`src/design/rv_isa_pkg.sv`:
```
`default_nettype none

package rv_isa_pkg;

    typedef logic [31:0] xlen_t;
    typedef logic [4:0]  reg_idx_t;

    ////////////////////////////////////////////////////////////////////
    // opcodes of the control-flow instructions
    ////////////////////////////////////////////////////////////////////

    localparam logic [6:0] opcode_jal    = 7'b1101111;
    localparam logic [6:0] opcode_jalr   = 7'b1100111;
    localparam logic [6:0] opcode_branch = 7'b1100011;

    // branch funct3 codes
    localparam logic [2:0] funct3_beq  = 3'b000;
    localparam logic [2:0] funct3_bne  = 3'b001;
    localparam logic [2:0] funct3_blt  = 3'b100;
    localparam logic [2:0] funct3_bge  = 3'b101;
    localparam logic [2:0] funct3_bltu = 3'b110;
    localparam logic [2:0] funct3_bgeu = 3'b111;

    // addi x0,x0,0
    localparam xlen_t nop_instr = 32'h0000_0013;

    // link registers for call and return hints
    localparam reg_idx_t link_reg_ra = 5'd1;
    localparam reg_idx_t link_reg_t0 = 5'd5;

endpackage

`default_nettype wire

```
`src/design/fetch_pkg.sv`:
```
`default_nettype none

package fetch_pkg;

    localparam rv_isa_pkg::xlen_t reset_pc = 32'h0000_0000;

    // branch history table, indexed by pc[5:2]
    localparam int unsigned bht_entries = 16;
    typedef logic [3:0] bht_idx_t;

    // return address stack
    localparam int unsigned ras_depth = 4;
    typedef logic [1:0] ras_ptr_t;

    // operand source select
    typedef enum logic [1:0] {
        from_regfile = 2'd0,
        from_mem     = 2'd1,
        from_wb      = 2'd2
    } fwd_sel_t;

endpackage

`default_nettype wire

```
`src/design/branch_predictor.sv`:
```
`timescale 1ns/1ns
`default_nettype none

module branch_predictor (
    input  logic                 clk,
    input  logic                 rst_n_i,
    input  rv_isa_pkg::xlen_t    pc_i,
    input  logic                 advance_i,
    input  logic                 is_branch_i,
    input  logic                 is_jal_i,
    input  logic                 is_jalr_i,
    input  rv_isa_pkg::reg_idx_t rs1_i,
    input  rv_isa_pkg::reg_idx_t rd_i,
    input  rv_isa_pkg::xlen_t    link_addr_i,
    input  logic                 resolve_valid_i,
    input  rv_isa_pkg::xlen_t    resolve_pc_i,
    input  logic                 resolve_taken_i,
    output logic                 bht_taken_o,
    output logic                 ras_hit_o,
    output rv_isa_pkg::xlen_t    ras_target_o
);

    ////////////////////////////////////////////////////////////////////
    // branch history table
    ////////////////////////////////////////////////////////////////////

    logic [1:0]          bht_q [fetch_pkg::bht_entries];
    fetch_pkg::bht_idx_t lookup_idx;
    fetch_pkg::bht_idx_t resolve_idx;

    assign lookup_idx  = pc_i[5:2];
    assign resolve_idx = resolve_pc_i[5:2];

    // msb set means counter is 2 or 3
    assign bht_taken_o = is_branch_i && bht_q[lookup_idx][1];

    always_ff @(posedge clk or negedge rst_n_i) begin
        if (!rst_n_i) begin
            for (int i = 0; i < fetch_pkg::bht_entries; i++) begin
                bht_q[i] <= 2'd1;
            end
        end else if (resolve_valid_i) begin
            if (resolve_taken_i && bht_q[resolve_idx] != 2'd3) begin
                bht_q[resolve_idx] <= bht_q[resolve_idx] + 2'd1;
            end else if (!resolve_taken_i && bht_q[resolve_idx] != 2'd0) begin
                bht_q[resolve_idx] <= bht_q[resolve_idx] - 2'd1;
            end
        end
    end

    ////////////////////////////////////////////////////////////////////
    // return address stack
    ////////////////////////////////////////////////////////////////////

    rv_isa_pkg::xlen_t ras_q [fetch_pkg::ras_depth];
    fetch_pkg::ras_ptr_t ras_top_q;
    logic [$bits(fetch_pkg::ras_ptr_t):0] ras_count_q;
    logic rd_link;
    logic rs1_link;
    logic ras_push;
    logic ras_pop;

    assign rd_link  = (rd_i == rv_isa_pkg::link_reg_ra) || (rd_i == rv_isa_pkg::link_reg_t0);
    assign rs1_link = (rs1_i == rv_isa_pkg::link_reg_ra) || (rs1_i == rv_isa_pkg::link_reg_t0);

    assign ras_hit_o    = is_jalr_i && rs1_link && !rd_link && (ras_count_q != '0);
    assign ras_target_o = ras_q[ras_top_q];

    assign ras_push = advance_i && (is_jal_i || is_jalr_i) && rd_link;
    assign ras_pop  = advance_i && ras_hit_o;

    // entries carry no reset, the count marks them valid
    always_ff @(posedge clk) begin
        if (ras_push) begin
            ras_q[ras_top_q + 1'b1] <= link_addr_i;
        end
    end

    always_ff @(posedge clk or negedge rst_n_i) begin
        if (!rst_n_i) begin
            ras_top_q   <= '0;
            ras_count_q <= '0;
        end else if (ras_push) begin
            ras_top_q <= ras_top_q + 1'b1;
            // full stack wraps over the oldest entry
            if (!ras_count_q[$bits(fetch_pkg::ras_ptr_t)]) begin
                ras_count_q <= ras_count_q + 1'b1;
            end
        end else if (ras_pop) begin
            ras_top_q   <= ras_top_q - 1'b1;
            ras_count_q <= ras_count_q - 1'b1;
        end
    end

endmodule

`default_nettype wire

```
`src/design/fetch_decode.sv`:
```
`timescale 1ns/1ns
`default_nettype none

module fetch_decode (
    input  rv_isa_pkg::xlen_t    instr_i,
    output logic                 is_jal_o,
    output logic                 is_jalr_o,
    output logic                 is_branch_o,
    output logic [2:0]           funct3_o,
    output rv_isa_pkg::reg_idx_t rs1_o,
    output rv_isa_pkg::reg_idx_t rs2_o,
    output rv_isa_pkg::reg_idx_t rd_o,
    output rv_isa_pkg::xlen_t    imm_o
);

    logic [6:0]        opcode;
    rv_isa_pkg::xlen_t imm_j;
    rv_isa_pkg::xlen_t imm_i;
    rv_isa_pkg::xlen_t imm_b;

    assign opcode = instr_i[6:0];

    assign is_jal_o    = (opcode == rv_isa_pkg::opcode_jal);
    assign is_jalr_o   = (opcode == rv_isa_pkg::opcode_jalr);
    assign is_branch_o = (opcode == rv_isa_pkg::opcode_branch);

    assign funct3_o = instr_i[14:12];
    assign rs1_o    = instr_i[19:15];
    assign rd_o     = instr_i[11:7];

    // only branches read rs2 in fetch
    assign rs2_o = is_branch_o ? instr_i[24:20] : '0;

    ////////////////////////////////////////////////////////////////////
    // immediates
    ////////////////////////////////////////////////////////////////////

    assign imm_j = {{12{instr_i[31]}}, instr_i[19:12], instr_i[20],
                    instr_i[30:21], 1'b0};
    assign imm_i = {{21{instr_i[31]}}, instr_i[30:20]};
    assign imm_b = {{20{instr_i[31]}}, instr_i[7], instr_i[30:25],
                    instr_i[11:8], 1'b0};

    always_comb begin
        if (is_jal_o) begin
            imm_o = imm_j;
        end else if (is_jalr_o) begin
            imm_o = imm_i;
        end else if (is_branch_o) begin
            imm_o = imm_b;
        end else begin
            imm_o = '0;
        end
    end

endmodule

`default_nettype wire

```
`src/design/fetch_stage.sv`:
```
`timescale 1ns/1ns
`default_nettype none

module fetch_stage (
    input  logic                 clk,
    input  logic                 rst_n_i,
    output rv_isa_pkg::xlen_t    imem_addr_o,
    input  rv_isa_pkg::xlen_t    imem_data_i,
    output rv_isa_pkg::reg_idx_t rs1_addr_o,
    output rv_isa_pkg::reg_idx_t rs2_addr_o,
    input  rv_isa_pkg::xlen_t    rs1_data_i,
    input  rv_isa_pkg::xlen_t    rs2_data_i,
    input  rv_isa_pkg::reg_idx_t ex_rd_i,
    input  logic                 ex_reg_write_i,
    input  rv_isa_pkg::reg_idx_t mem_rd_i,
    input  logic                 mem_reg_write_i,
    input  logic                 mem_mem_read_i,
    input  rv_isa_pkg::xlen_t    mem_result_i,
    input  rv_isa_pkg::reg_idx_t wb_rd_i,
    input  logic                 wb_reg_write_i,
    input  rv_isa_pkg::xlen_t    wb_result_i,
    input  logic                 flush_i,
    input  rv_isa_pkg::xlen_t    flush_pc_i,
    input  logic                 resolve_valid_i,
    input  rv_isa_pkg::xlen_t    resolve_pc_i,
    input  logic                 resolve_taken_i,
    output rv_isa_pkg::xlen_t    instr_o,
    output rv_isa_pkg::xlen_t    pc_o,
    output logic                 branch_taken_o,
    output logic                 predicted_o,
    output logic                 instr_valid_o,
    input  logic                 instr_ready_i
);

    logic                 is_jal;
    logic                 is_jalr;
    logic                 is_branch;
    logic [2:0]           funct3;
    rv_isa_pkg::reg_idx_t rd;
    rv_isa_pkg::xlen_t    imm;
    rv_isa_pkg::xlen_t    rs1_value;
    rv_isa_pkg::xlen_t    pc_plus4;
    rv_isa_pkg::xlen_t    ras_target;
    logic                 cmp_taken;
    logic                 rs1_pending;
    logic                 need_predict;
    logic                 bht_taken;
    logic                 ras_hit;
    logic                 stall;
    logic                 advance;
    logic                 running_q;

    // first fetch one cycle after reset release
    always_ff @(posedge clk or negedge rst_n_i) begin
        if (!rst_n_i) begin
            running_q <= 1'b0;
        end else begin
            running_q <= 1'b1;
        end
    end

    // jalr waits for rs1 unless the stack supplies the target
    assign stall         = is_jalr && rs1_pending && !ras_hit;
    assign instr_valid_o = running_q && !flush_i && !stall;
    assign advance       = instr_valid_o && instr_ready_i;

    assign imem_addr_o    = pc_o;
    assign instr_o        = instr_valid_o ? imem_data_i : rv_isa_pkg::nop_instr;
    assign predicted_o    = need_predict;
    assign branch_taken_o = is_branch && (need_predict ? bht_taken : cmp_taken);

    ////////////////////////////////////////////////////////////////////

    fetch_decode u_decode (
        .instr_i     (imem_data_i),
        .is_jal_o    (is_jal),
        .is_jalr_o   (is_jalr),
        .is_branch_o (is_branch),
        .funct3_o    (funct3),
        .rs1_o       (rs1_addr_o),
        .rs2_o       (rs2_addr_o),
        .rd_o        (rd),
        .imm_o       (imm)
    );

    operand_bypass u_bypass (
        .rs1_i           (rs1_addr_o),
        .rs2_i           (rs2_addr_o),
        .rs1_data_i      (rs1_data_i),
        .rs2_data_i      (rs2_data_i),
        .is_branch_i     (is_branch),
        .is_jalr_i       (is_jalr),
        .funct3_i        (funct3),
        .ex_rd_i         (ex_rd_i),
        .ex_reg_write_i  (ex_reg_write_i),
        .mem_rd_i        (mem_rd_i),
        .mem_reg_write_i (mem_reg_write_i),
        .mem_mem_read_i  (mem_mem_read_i),
        .mem_result_i    (mem_result_i),
        .wb_rd_i         (wb_rd_i),
        .wb_reg_write_i  (wb_reg_write_i),
        .wb_result_i     (wb_result_i),
        .rs1_value_o     (rs1_value),
        .cmp_taken_o     (cmp_taken),
        .rs1_pending_o   (rs1_pending),
        .need_predict_o  (need_predict)
    );

    branch_predictor u_predictor (
        .clk             (clk),
        .rst_n_i         (rst_n_i),
        .pc_i            (pc_o),
        .advance_i       (advance),
        .is_branch_i     (is_branch),
        .is_jal_i        (is_jal),
        .is_jalr_i       (is_jalr),
        .rs1_i           (rs1_addr_o),
        .rd_i            (rd),
        .link_addr_i     (pc_plus4),
        .resolve_valid_i (resolve_valid_i),
        .resolve_pc_i    (resolve_pc_i),
        .resolve_taken_i (resolve_taken_i),
        .bht_taken_o     (bht_taken),
        .ras_hit_o       (ras_hit),
        .ras_target_o    (ras_target)
    );

    pc_unit u_pc (
        .clk           (clk),
        .rst_n_i       (rst_n_i),
        .advance_i     (advance),
        .flush_i       (flush_i),
        .flush_pc_i    (flush_pc_i),
        .imm_i         (imm),
        .rs1_value_i   (rs1_value),
        .ras_target_i  (ras_target),
        .take_jal_i    (is_jal),
        .take_jalr_i   (is_jalr),
        .use_ras_i     (ras_hit),
        .take_branch_i (branch_taken_o),
        .pc_o          (pc_o),
        .pc_plus4_o    (pc_plus4)
    );

endmodule

`default_nettype wire

```
`src/design/operand_bypass.sv`:
```
`timescale 1ns/1ns
`default_nettype none

module operand_bypass (
    input  rv_isa_pkg::reg_idx_t rs1_i,
    input  rv_isa_pkg::reg_idx_t rs2_i,
    input  rv_isa_pkg::xlen_t    rs1_data_i,
    input  rv_isa_pkg::xlen_t    rs2_data_i,
    input  logic                 is_branch_i,
    input  logic                 is_jalr_i,
    input  logic [2:0]           funct3_i,
    input  rv_isa_pkg::reg_idx_t ex_rd_i,
    input  logic                 ex_reg_write_i,
    input  rv_isa_pkg::reg_idx_t mem_rd_i,
    input  logic                 mem_reg_write_i,
    input  logic                 mem_mem_read_i,
    input  rv_isa_pkg::xlen_t    mem_result_i,
    input  rv_isa_pkg::reg_idx_t wb_rd_i,
    input  logic                 wb_reg_write_i,
    input  rv_isa_pkg::xlen_t    wb_result_i,
    output rv_isa_pkg::xlen_t    rs1_value_o,
    output logic                 cmp_taken_o,
    output logic                 rs1_pending_o,
    output logic                 need_predict_o
);

    fetch_pkg::fwd_sel_t rs1_sel;
    fetch_pkg::fwd_sel_t rs2_sel;
    rv_isa_pkg::xlen_t   rs2_value;
    logic                rs1_busy;
    logic                rs2_busy;

    // mem stage is newer than writeback
    function automatic fetch_pkg::fwd_sel_t fwd_select(
        input rv_isa_pkg::reg_idx_t rs,
        input rv_isa_pkg::reg_idx_t mem_rd,
        input logic                 mem_we,
        input rv_isa_pkg::reg_idx_t wb_rd,
        input logic                 wb_we
    );
        fetch_pkg::fwd_sel_t sel;
        sel = fetch_pkg::from_regfile;
        if (rs != '0 && mem_we && mem_rd == rs) begin
            sel = fetch_pkg::from_mem;
        end else if (rs != '0 && wb_we && wb_rd == rs) begin
            sel = fetch_pkg::from_wb;
        end
        return sel;
    endfunction

    function automatic rv_isa_pkg::xlen_t fwd_value(
        input fetch_pkg::fwd_sel_t sel,
        input rv_isa_pkg::xlen_t   rf_data,
        input rv_isa_pkg::xlen_t   mem_data,
        input rv_isa_pkg::xlen_t   wb_data
    );
        case (sel)
            fetch_pkg::from_mem: return mem_data;
            fetch_pkg::from_wb:  return wb_data;
            default:             return rf_data;
        endcase
    endfunction

    assign rs1_sel = fwd_select(rs1_i, mem_rd_i, mem_reg_write_i, wb_rd_i, wb_reg_write_i);
    assign rs2_sel = fwd_select(rs2_i, mem_rd_i, mem_reg_write_i, wb_rd_i, wb_reg_write_i);

    assign rs1_value_o = fwd_value(rs1_sel, rs1_data_i, mem_result_i, wb_result_i);
    assign rs2_value   = fwd_value(rs2_sel, rs2_data_i, mem_result_i, wb_result_i);

    ////////////////////////////////////////////////////////////////////
    // hazards: result still in execute, or a load in mem
    ////////////////////////////////////////////////////////////////////

    assign rs1_busy = (rs1_i != '0) &&
                      ((ex_reg_write_i && ex_rd_i == rs1_i) ||
                       (mem_mem_read_i && mem_rd_i == rs1_i));
    assign rs2_busy = (rs2_i != '0) &&
                      ((ex_reg_write_i && ex_rd_i == rs2_i) ||
                       (mem_mem_read_i && mem_rd_i == rs2_i));

    assign rs1_pending_o  = (is_branch_i || is_jalr_i) && rs1_busy;
    assign need_predict_o = is_branch_i && (rs1_busy || rs2_busy);

    always_comb begin
        case (funct3_i)
            rv_isa_pkg::funct3_beq:  cmp_taken_o = (rs1_value_o == rs2_value);
            rv_isa_pkg::funct3_bne:  cmp_taken_o = (rs1_value_o != rs2_value);
            rv_isa_pkg::funct3_blt:  cmp_taken_o = ($signed(rs1_value_o) < $signed(rs2_value));
            rv_isa_pkg::funct3_bge:  cmp_taken_o = ($signed(rs1_value_o) >= $signed(rs2_value));
            rv_isa_pkg::funct3_bltu: cmp_taken_o = (rs1_value_o < rs2_value);
            rv_isa_pkg::funct3_bgeu: cmp_taken_o = (rs1_value_o >= rs2_value);
            default:                 cmp_taken_o = 1'b0;
        endcase
    end

endmodule

`default_nettype wire

```
`src/design/pc_unit.sv`:
```
`timescale 1ns/1ns
`default_nettype none

module pc_unit (
    input  logic              clk,
    input  logic              rst_n_i,
    input  logic              advance_i,
    input  logic              flush_i,
    input  rv_isa_pkg::xlen_t flush_pc_i,
    input  rv_isa_pkg::xlen_t imm_i,
    input  rv_isa_pkg::xlen_t rs1_value_i,
    input  rv_isa_pkg::xlen_t ras_target_i,
    input  logic              take_jal_i,
    input  logic              take_jalr_i,
    input  logic              use_ras_i,
    input  logic              take_branch_i,
    output rv_isa_pkg::xlen_t pc_o,
    output rv_isa_pkg::xlen_t pc_plus4_o
);

    rv_isa_pkg::xlen_t pc_q;
    rv_isa_pkg::xlen_t pc_plus_imm;
    rv_isa_pkg::xlen_t jalr_target;
    rv_isa_pkg::xlen_t pc_next;

    assign pc_plus4_o  = pc_q + 32'd4;
    assign pc_plus_imm = pc_q + imm_i;
    assign jalr_target = use_ras_i ? ras_target_i : ((rs1_value_i + imm_i) & ~32'd1);

    // flush first, then jal, jalr, taken branch
    always_comb begin
        if (flush_i) begin
            pc_next = flush_pc_i;
        end else if (take_jal_i) begin
            pc_next = pc_plus_imm;
        end else if (take_jalr_i) begin
            pc_next = jalr_target;
        end else if (take_branch_i) begin
            pc_next = pc_plus_imm;
        end else begin
            pc_next = pc_plus4_o;
        end
    end

    always_ff @(posedge clk or negedge rst_n_i) begin
        if (!rst_n_i) begin
            pc_q <= fetch_pkg::reset_pc;
        end else if (flush_i || advance_i) begin
            pc_q <= pc_next;
        end
    end

    assign pc_o = pc_q;

endmodule

`default_nettype wire

```
`config.mk`:
```
export PLATFORM = sky130hd
export DESIGN_NAME = fetch_stage
export DESIGN_NICKNAME = d
export VERILOG_FILES = /design/src/design/rv_isa_pkg.sv /design/src/design/fetch_pkg.sv /design/src/design/branch_predictor.sv /design/src/design/fetch_decode.sv /design/src/design/fetch_stage.sv /design/src/design/operand_bypass.sv /design/src/design/pc_unit.sv
export SDC_FILE = /design/constraint.sdc
export NUM_CORES = 1
export LEC_CHECK = 0
export BUFFER_PORTS_ARGS = -buffer_cell sky130_fd_sc_hd__buf_2
export CAP_MARGIN = 20
export CORE_MARGIN = 5
export CORE_UTILIZATION = 45
export DETAILED_ROUTE_END_ITERATION = 10
export PLACE_DENSITY = 0.68
export SETUP_SLACK_MARGIN = 0.1
export SYNTH_ARGS = -nofsm -noshare
export SYNTH_HDL_FRONTEND = slang
export SYNTH_SLANG_ARGS = --single-unit
```
`constraint.sdc`:
```
create_clock -name clk -period 9.1 [get_ports clk]
set_input_delay 1.82 -clock clk [delete_from_list [all_inputs] [get_ports clk]]
set_output_delay 1.82 -clock clk [all_outputs]
set_load 0.02 [all_outputs]
```
==> qor.log, run 1 <==
[placed_design] placed insts 2380
[global_routing] antenna violations before repair 8
[min_path] worst min path class flop to flop
[floorplan] Die Y-Extent 200 um
[global_routing] aggregate global routing overflow 0
[route] post-route ant nets 0
[pwr] sequential share of power 44.6%
[pwr] power per cell area 141 nW/um^2
[sta] minimum setup slack in the final design 0.815 ns
[run] Max Cap Viol 0
[logic_synthesis] post-synthesis compound-gate area fraction 20.0%
[sta] tightest hold margin 0.478 ns
[floorplan] die area 40200 sq um
[worst_setup_path] Crit Path Category primary input to output port
[sta] setup repair after global routing missed its margin no
[pwr] switching part of the total 33.5%
[logic_synthesis] largest area contributor in the synthesized netlist sky130_fd_sc_hd__edfxtp_1
[worst_setup_path] arrival time worst endpoint 6.46 ns
[clock_tree] # H-tree levels 4
[logic_synthesis] share of synthesized registers carrying an async set or reset 35.4%
[sta] Least-Margin Pin Slew 1.13 ns
[clock_tree] post-CTS setup buffer count 0
[sta] Final Setup Violations 0
[logic_synthesis] adder-cell share of the synthesized area 8.14%
[outcome] status completed
[pwr] portion of total power attributed to combinational logic 28.1%
[logic_synthesis] post-synthesis net count 2040
[worst_setup_path] highest net fanout along the worst path 26
[clock_tree] insertion delay to the later sink of the worst-skew pair 0.45 ns
[pwr] power after layout 2.63 mW
[logic_synthesis] netlist area before placement 16300 sq um
[pwr] leakage power 7.74 nW
[sta] Tcrit/Tclk final 91.0%
[floorplan] num rows 69
[pwr] clock group share of total power 27.3%
[worst_setup_path] Setup crit end branch_taken_o
[logic_synthesis] average size of a mapped cell 9.68 sq um
[logic_synthesis] number of warnings issued by yosys 0
[final_layout] fraction of layout instances using a drive strength above 1 26.5%
[pwr] internal power 1.75 mW
[logic_synthesis] number of distinct library cells after synthesis 100
[logic_synthesis] share of synthesized area spent on multiplexers 11.0%
[final_layout] Finished Layout Cells 2417
[final_layout] Design Area, Final 18700 sq um
[logic_synthesis] fraction of synthesized cell area in xor and xnor cells 5.52%
[pwr] Switching Power 0.881 mW
[worst_setup_path] destination of the worst register-to-register timing path u_pc.pc_o[0]
[route] total iterations of the first detailed-routing run 6
[clock_tree] Bufs on Longest Clock Path 2
[clock_tree] TritonCTS clock tree done
[sta] max-slew violations 0
[clock_tree] buffer type at the clock tree root sky130_fd_sc_hd__clkbuf_16
[logic_synthesis] synthesized instance count 1686
[logic_synthesis] number of storage elements in the synthesis netlist 198
[worst_setup_path] slack of the worst reg-to-reg path 4.96 ns
[placed_design] area post-placement 18100 sq um
[global_routing] pin count of the biggest net entering global routing 71
[global_routing] vias in the first global route 14600
[logic_synthesis] sequential cell area fraction in the yosys report 34.4%
[worst_setup_path] CP startpoint kind primary input
[clock_tree] number of buffers inserted during clock tree synthesis 17
[clock_tree] quantity of hold-fixing buffers added after cts 0
[clock_tree] total clock sinks 198
[final_layout] final layout net count 2294
[route] total via count in the routed design 14900
[logic_synthesis] synthesized-area fraction occupied by and/or/nand/nor cells 16.0%
[sta] crit path time final 8.28 ns
[route] via density per instance 6.18
[worst_setup_path] required time of the worst setup path 7.28 ns
[route] Avg WL per Cell 23.7 um
[sta] Layout Skew 0.0121 ns
[logic_synthesis] area share of the largest cell type after synthesis 23.5%
[worst_setup_path] cell depth of the worst flop-to-flop path 9
[route] number of DRC violations after detailed-routing iteration 0 1260
[placed_design] detailed-placement wirelength estimate 43500 um
[pwr] worst supply voltage drop on vdd 0.116 mV
[final_layout] post-synthesis to final-layout area growth 14.4%
[logic_synthesis] main combinational cell family by area after synthesis compound AO/OA/AOI/OAI gates
[placed_design] number of I/O port buffers 329
[clock_tree] clock-pin slew reported for the worst setup and hold paths after clock tree synthesis 0.07 ns
[final_layout] Util after Layout 52.4%
[sta] final-layout setup total negative slack 0 ns
[route] wirelength, routed 57400 um
[placed_design] worst setup slack before clock tree synthesis 0.844 ns
[placed_design] GP Congestion 0.986
[sta] top achievable clock speed 0.121 GHz
[final_layout] number of filler cells placed in the layout 3273
[logic_synthesis] top flip-flop cell by instance count after synthesis sky130_fd_sc_hd__edfxtp_1
[sta] worst slew margin relative to its limit 24.6%
[global_routing] total routing usage reported by global routing 27.5%
[clock_tree] count of instances resized after the clock tree is built 0
[route] drc violations 0
[worst_setup_path] element type at the critical path end output port
[floorplan] initial standard-cell utilization of the core 45.8%
[logic_synthesis] largest cells by area after synthesis sky130_fd_sc_hd__edfxtp_1, sky130_fd_sc_hd__dfrtp_1, sky130_fd_sc_hd__ha_1, sky130_fd_sc_hd__mux4_2, sky130_fd_sc_hd__o21ai_0
[global_routing] global-route wire length before repair 86900 um
[floorplan] horizontal extent of the die 200 um
[floorplan] I/O pin total 358
[worst_setup_path] worst reg2reg path startpoint u_pc.pc_o[2]
[sta] number of hold violations in the final report 0
[logic_synthesis] number of flops mapped to enable cells by yosys 128
[floorplan] Core Footprint 35700 sq um
[worst_setup_path] Critical Path Source imem_data_i[20]
-- per-layer routing --
metal / global-route usage, % / vias up / part of all wire [%]
li1: - / 6869 / -
met1: 36.4 / 7261 / 42
met2: 44.2 / 681 / 46
met3: 5.91 / 124 / 8.3
met4: 11.1 / 10 / 4.0
met5: 0 / - / 0.10
-- power by group through the flow --
stage	clock [mW]	sequential, mW	combinational [mW]
3_5_place_dp	0	1.19	0.720
2_1_floorplan	0	1.17	0.490
6_report	0.718	1.17	0.738
5_1_grt	0.769	1.19	0.799
4_1_cts	0.731	1.17	0.723
3_3_place_gp	0	1.18	0.701
-- layout make-up --
class	count	area (sq um)	area share, %
Multi-Input combinational cell	1328	9940	53.2
Sequential cell	198	5620	30.1
Inverter	40	150	0.804
Timing Repair Buffer	355	1840	9.85
Antenna cell	3	7.51	0.0402
Tap cell	461	577	3.09
Clock inverter	13	115	0.616
Clock buffer	19	433	2.32
-- critical path, stage by stage --
cell and delay (ns):
sky130_fd_sc_hd__buf_2 0.19, sky130_fd_sc_hd__or2_0 0.25, sky130_fd_sc_hd__or4_1 0.42, sky130_fd_sc_hd__and2_1 0.26, sky130_fd_sc_hd__o2111a_1 0.17, sky130_fd_sc_hd__o2111ai_1 0.09, sky130_fd_sc_hd__a31o_2 0.54, sky130_fd_sc_hd__o22a_1 0.23
sky130_fd_sc_hd__o21ai_0 0.08, sky130_fd_sc_hd__ha_1 0.36, sky130_fd_sc_hd__a211oi_2 0.19, sky130_fd_sc_hd__o21ai_1 0.09, sky130_fd_sc_hd__o221a_1 0.25, sky130_fd_sc_hd__a2111o_1 0.45, sky130_fd_sc_hd__or4_4 0.55, sky130_fd_sc_hd__a31oi_1 0.22
sky130_fd_sc_hd__o31ai_1 0.10, sky130_fd_sc_hd__buf_2 0.18
-- how the worst min path moves through the flow --
stage	endpoint	startpoint	cells past startpoint	slack [ns]
final	flop	flop	2	0.48
after floorplan	flop	flop	2	0.46
after detailed placement	flop	flop	2	0.47
after global placement	flop	flop	2	0.47
after CTS	flop	flop	2	0.48
after global routing	flop	flop	2	0.50
-- layout by cell type (no fill, tap or decap), types with 24 or more instances in the layout --
master	n
sky130_fd_sc_hd__a21o_1	33
sky130_fd_sc_hd__a21oi_1	101
sky130_fd_sc_hd__and2_1	53
sky130_fd_sc_hd__and3_1	24
sky130_fd_sc_hd__buf_2	329
sky130_fd_sc_hd__buf_4	25
sky130_fd_sc_hd__dfrtp_1	52
sky130_fd_sc_hd__edfxtp_1	128
sky130_fd_sc_hd__ha_1	103
sky130_fd_sc_hd__inv_1	40
sky130_fd_sc_hd__mux2i_1	48
sky130_fd_sc_hd__mux4_2	46
sky130_fd_sc_hd__nand2_1	136
sky130_fd_sc_hd__nand3_1	37
sky130_fd_sc_hd__nor2_1	112
sky130_fd_sc_hd__nor3_1	26
sky130_fd_sc_hd__o21ai_0	135
sky130_fd_sc_hd__o22a_1	31
sky130_fd_sc_hd__xnor2_1	68
sky130_fd_sc_hd__xor2_1	33
-- synth_stat cells (all sizes together), types with 4 or more instances --
master,instances
a211oi,20
a21o,33
a21oi,104
a221oi,10
a22o,4
a22oi,14
a311oi,6
a31o,4
a31oi,15
and2,58
and3,24
buf,68
clkbuf,52
dfrtp,54
dfstp,16
edfxtp,128
ha,103
inv,40
mux2,25
mux2i,48
mux4,46
nand2,138
nand2b,18
nand3,39
nand4,23
nor2,114
nor2b,13
nor3,31
nor4,12
nor4bb,4
o211ai,22
o21a,13
o21ai,144
o21bai,9
o221ai,6
o22a,31
o22ai,6
o311ai,8
or2,6
or3,18
or4,4
xnor2,69
xor2,33
-- cells by family after synthesis --
| logic type | count (synthesis) |
|---|---|
| AOI/OAI and AO/OA | 487 |
| xor gates and xnor gates | 102 |
| adders and majority gates | 105 |
| buffers and inverters | 160 |
| DFF | 198 |
| muxes | 119 |
| other | 1 |
| and+or+nand+nor | 514 |
-- sequential cells by signal, indices dropped and copies added (netlist names), named ones only --
signal and flops:
running_q 1, u_predictor.ras_q 128, u_predictor.ras_count_q 3, u_predictor.bht_q 16
u_pc.pc_o 32, u_predictor.ras_top_q 2
(Power assumes the default switching activity.)
==> run 2, diff against run 1 <==
- CTS_BUF_LIST: default -> sky130_fd_sc_hd__clkbuf_2
==> qor.log, run 2 (synthesis gave the netlist of run 1 again) <==
[outcome] status completed [unchanged]
[clock_tree] buffer type at the clock tree root sky130_fd_sc_hd__clkbuf_2 [was sky130_fd_sc_hd__clkbuf_16]
[sta] setup repair after global routing missed its margin no [unchanged]
[final_layout] post-synthesis to final-layout area growth 12.4% [was 14.4%]
[clock_tree] # H-tree levels 4 [unchanged]
[clock_tree] post-CTS setup buffer count 0 [unchanged]
[route] via density per instance 6.16 [was 6.18]
[global_routing] total routing usage reported by global routing 27.3% [was 27.5%]
[worst_setup_path] Crit Path Category primary input to output port [unchanged]
[floorplan] horizontal extent of the die 200 um [unchanged]
[worst_setup_path] CP startpoint kind primary input [unchanged]
[route] total iterations of the first detailed-routing run 7 [was 6]
[final_layout] Finished Layout Cells 2418 [was 2417]
[final_layout] final layout net count 2294 [unchanged]
[floorplan] die area 40200 sq um [unchanged]
[final_layout] leading cell type in the layout, fill and taps excluded sky130_fd_sc_hd__buf_2 [unchanged]
[sta] max-slew violations 0 [unchanged]
[sta] Tcrit/Tclk final 91.0% [about the same]
[run] Max Cap Viol 0 [unchanged]
[pwr] leakage power 7.61 nW [was 7.74 nW]
[global_routing] vias in the first global route 14500 [was 14600]
[worst_setup_path] element type at the critical path end output port [unchanged]
[placed_design] GP Congestion 0.986 [unchanged]
[worst_setup_path] Critical Path Source imem_data_i[20] [unchanged]
[clock_tree] Bufs on Longest Clock Path 2 [unchanged]
[clock_tree] count of instances resized after the clock tree is built 0 [unchanged]
[worst_setup_path] worst reg2reg path startpoint u_pc.pc_o[2] [unchanged]
[placed_design] number of I/O port buffers 329 [unchanged]
[clock_tree] total clock sinks 198 [unchanged]
[clock_tree] insertion delay to the later sink of the worst-skew pair 0.84 ns [was 0.45 ns]
[sta] final-layout setup total negative slack 0 ns [unchanged]
[final_layout] leading cell types in the layout, fill and taps excluded sky130_fd_sc_hd__buf_2, sky130_fd_sc_hd__nand2_1, sky130_fd_sc_hd__o21ai_0, sky130_fd_sc_hd__edfxtp_1, sky130_fd_sc_hd__nor2_1 [unchanged]
[placed_design] detailed-placement wirelength estimate 43500 um [unchanged]
[route] Avg WL per Cell 23.6 um [was 23.7 um]
[clock_tree] number of buffers inserted during clock tree synthesis 17 [unchanged]
[route] total via count in the routed design 14900 [about the same]
[placed_design] area post-placement 18100 sq um [unchanged]
[worst_setup_path] highest net fanout along the worst path 26 [unchanged]
[route] number of DRC violations after detailed-routing iteration 0 1334 [was 1260]
[sta] Final Setup Violations 0 [unchanged]
[sta] Layout Skew 0.0605 ns [was 0.0121 ns]
[sta] Least-Margin Pin Slew 1.06 ns [was 1.13 ns]
[placed_design] placed insts 2380 [unchanged]
[clock_tree] clock-pin slew reported for the worst setup and hold paths after clock tree synthesis 0.25 ns [was 0.07 ns]
[clock_tree] quantity of hold-fixing buffers added after cts 0 [unchanged]
[global_routing] global-route wire length before repair 86500 um [was 86900 um]
[final_layout] Largest register FFs 128 [unchanged]
[clock_tree] TritonCTS clock tree done [unchanged]
[pwr] power per cell area 126 nW/um^2 [was 141 nW/um^2]
[final_layout] register with the most flip-flops u_predictor.ras_q [unchanged]
[final_layout] Design Area, Final 18300 sq um [was 18700 sq um]
[worst_setup_path] arrival time worst endpoint 6.46 ns [about the same]
[global_routing] antenna violations before repair 8 [unchanged]
[sta] worst slew margin relative to its limit 29.0% [was 24.6%]
[sta] top achievable clock speed 0.121 GHz [about the same]
[floorplan] num rows 69 [unchanged]
[pwr] power after layout 2.32 mW [was 2.63 mW]
[floorplan] initial standard-cell utilization of the core 45.8% [unchanged]
[floorplan] Die Y-Extent 200 um [unchanged]
[route] post-route ant nets 0 [unchanged]
[min_path] worst min path class flop to flop [unchanged]
[worst_setup_path] destination of the worst register-to-register timing path u_pc.pc_o[15] [was u_pc.pc_o[0]]
[worst_setup_path] required time of the worst setup path 7.28 ns [about the same]
[worst_setup_path] cell depth of the worst flop-to-flop path 9 [unchanged]
[sta] number of hold violations in the final report 0 [unchanged]
[floorplan] I/O pin total 358 [unchanged]
[final_layout] fraction of layout instances using a drive strength above 1 26.6% [was 26.5%]
[floorplan] Core Footprint 35700 sq um [unchanged]
[route] drc violations 0 [unchanged]
[global_routing] pin count of the biggest net entering global routing 71 [unchanged]
[route] wirelength, routed 57100 um [was 57400 um]
[worst_setup_path] slack of the worst reg-to-reg path 4.94 ns [was 4.96 ns]
[final_layout] number of filler cells placed in the layout 3314 [was 3273]
[global_routing] aggregate global routing overflow 0 [unchanged]
[sta] crit path time final 8.28 ns [about the same]
[pwr] worst supply voltage drop on vdd 0.0723 mV [was 0.116 mV]
[worst_setup_path] Setup crit end branch_taken_o [unchanged]
[run 2: cell types whose count changed in the layout (fill, tap and decap cells not counted), sizes merged]
cell,previous run,this run
diode,3,4
[run 2: worst min-delay path by stage]
stage	slack, ns	start	cells after the start	to
2_1_floorplan	0.46	flop	2	flop
3_3_place_gp	0.47	flop	2	flop
3_5_place_dp	0.47	flop	2	flop
4_1_cts	0.50	flop	2	flop
5_1_grt	0.52	flop	2	flop
6_report	0.50	flop	2	flop
[run 2: final cells by class]
class / count / area [sq um] / area share, %
sequential: 198 / 5620 / 30.6
multi-input combinational: 1328 / 9940 / 54.2
antenna: 4 / 10.0 / 0.0546
clock inverter: 13 / 115 / 0.628
tap: 461 / 577 / 3.14
inverter: 40 / 150 / 0.818
clock buffer: 19 / 95.1 / 0.518
timing repair buffer: 355 / 1840 / 10.0
[run 2: per-stage QoR]
step           hold slack, ns  worst slack, ns  util, %
2_1_floorplan           0.456             1.41        -
3_3_place_gp            0.466            0.891     50.8
3_5_place_dp            0.471            0.844     50.8
4_1_cts                 0.500            0.842     51.4
5_1_grt                 0.522            0.575     51.4
6_report                0.495            0.817     51.4
[run 2: routing by layer]
layer  vias to the layer above  GRT usage, %  wire length, um
li1                       6871             -                -
met1                      7196          36.5            23800
met2                       712          43.8            26200
met3                       118          5.64             4940
met4                         6          10.9             2160
met5                         -             0               41
[run 2: critical path, cell delays in order]
cell and delay (ns):
sky130_fd_sc_hd__buf_2 0.19, sky130_fd_sc_hd__or2_0 0.26, sky130_fd_sc_hd__or4_1 0.42, sky130_fd_sc_hd__and2_1 0.27, sky130_fd_sc_hd__o2111a_1 0.17, sky130_fd_sc_hd__o2111ai_1 0.09
sky130_fd_sc_hd__a31o_2 0.54, sky130_fd_sc_hd__o22a_1 0.23, sky130_fd_sc_hd__o21ai_0 0.08, sky130_fd_sc_hd__ha_1 0.36, sky130_fd_sc_hd__a211oi_2 0.19, sky130_fd_sc_hd__o21ai_1 0.09
sky130_fd_sc_hd__o221a_1 0.25, sky130_fd_sc_hd__a2111o_1 0.44, sky130_fd_sc_hd__or4_4 0.55, sky130_fd_sc_hd__a31oi_1 0.22, sky130_fd_sc_hd__o31ai_1 0.10, sky130_fd_sc_hd__buf_2 0.18
[run 2: where the power goes]
group	switching, mW	internal, mW
Clock	0.324	0.0844
Sequential	0.0943	1.08
Combinational	0.426	0.311
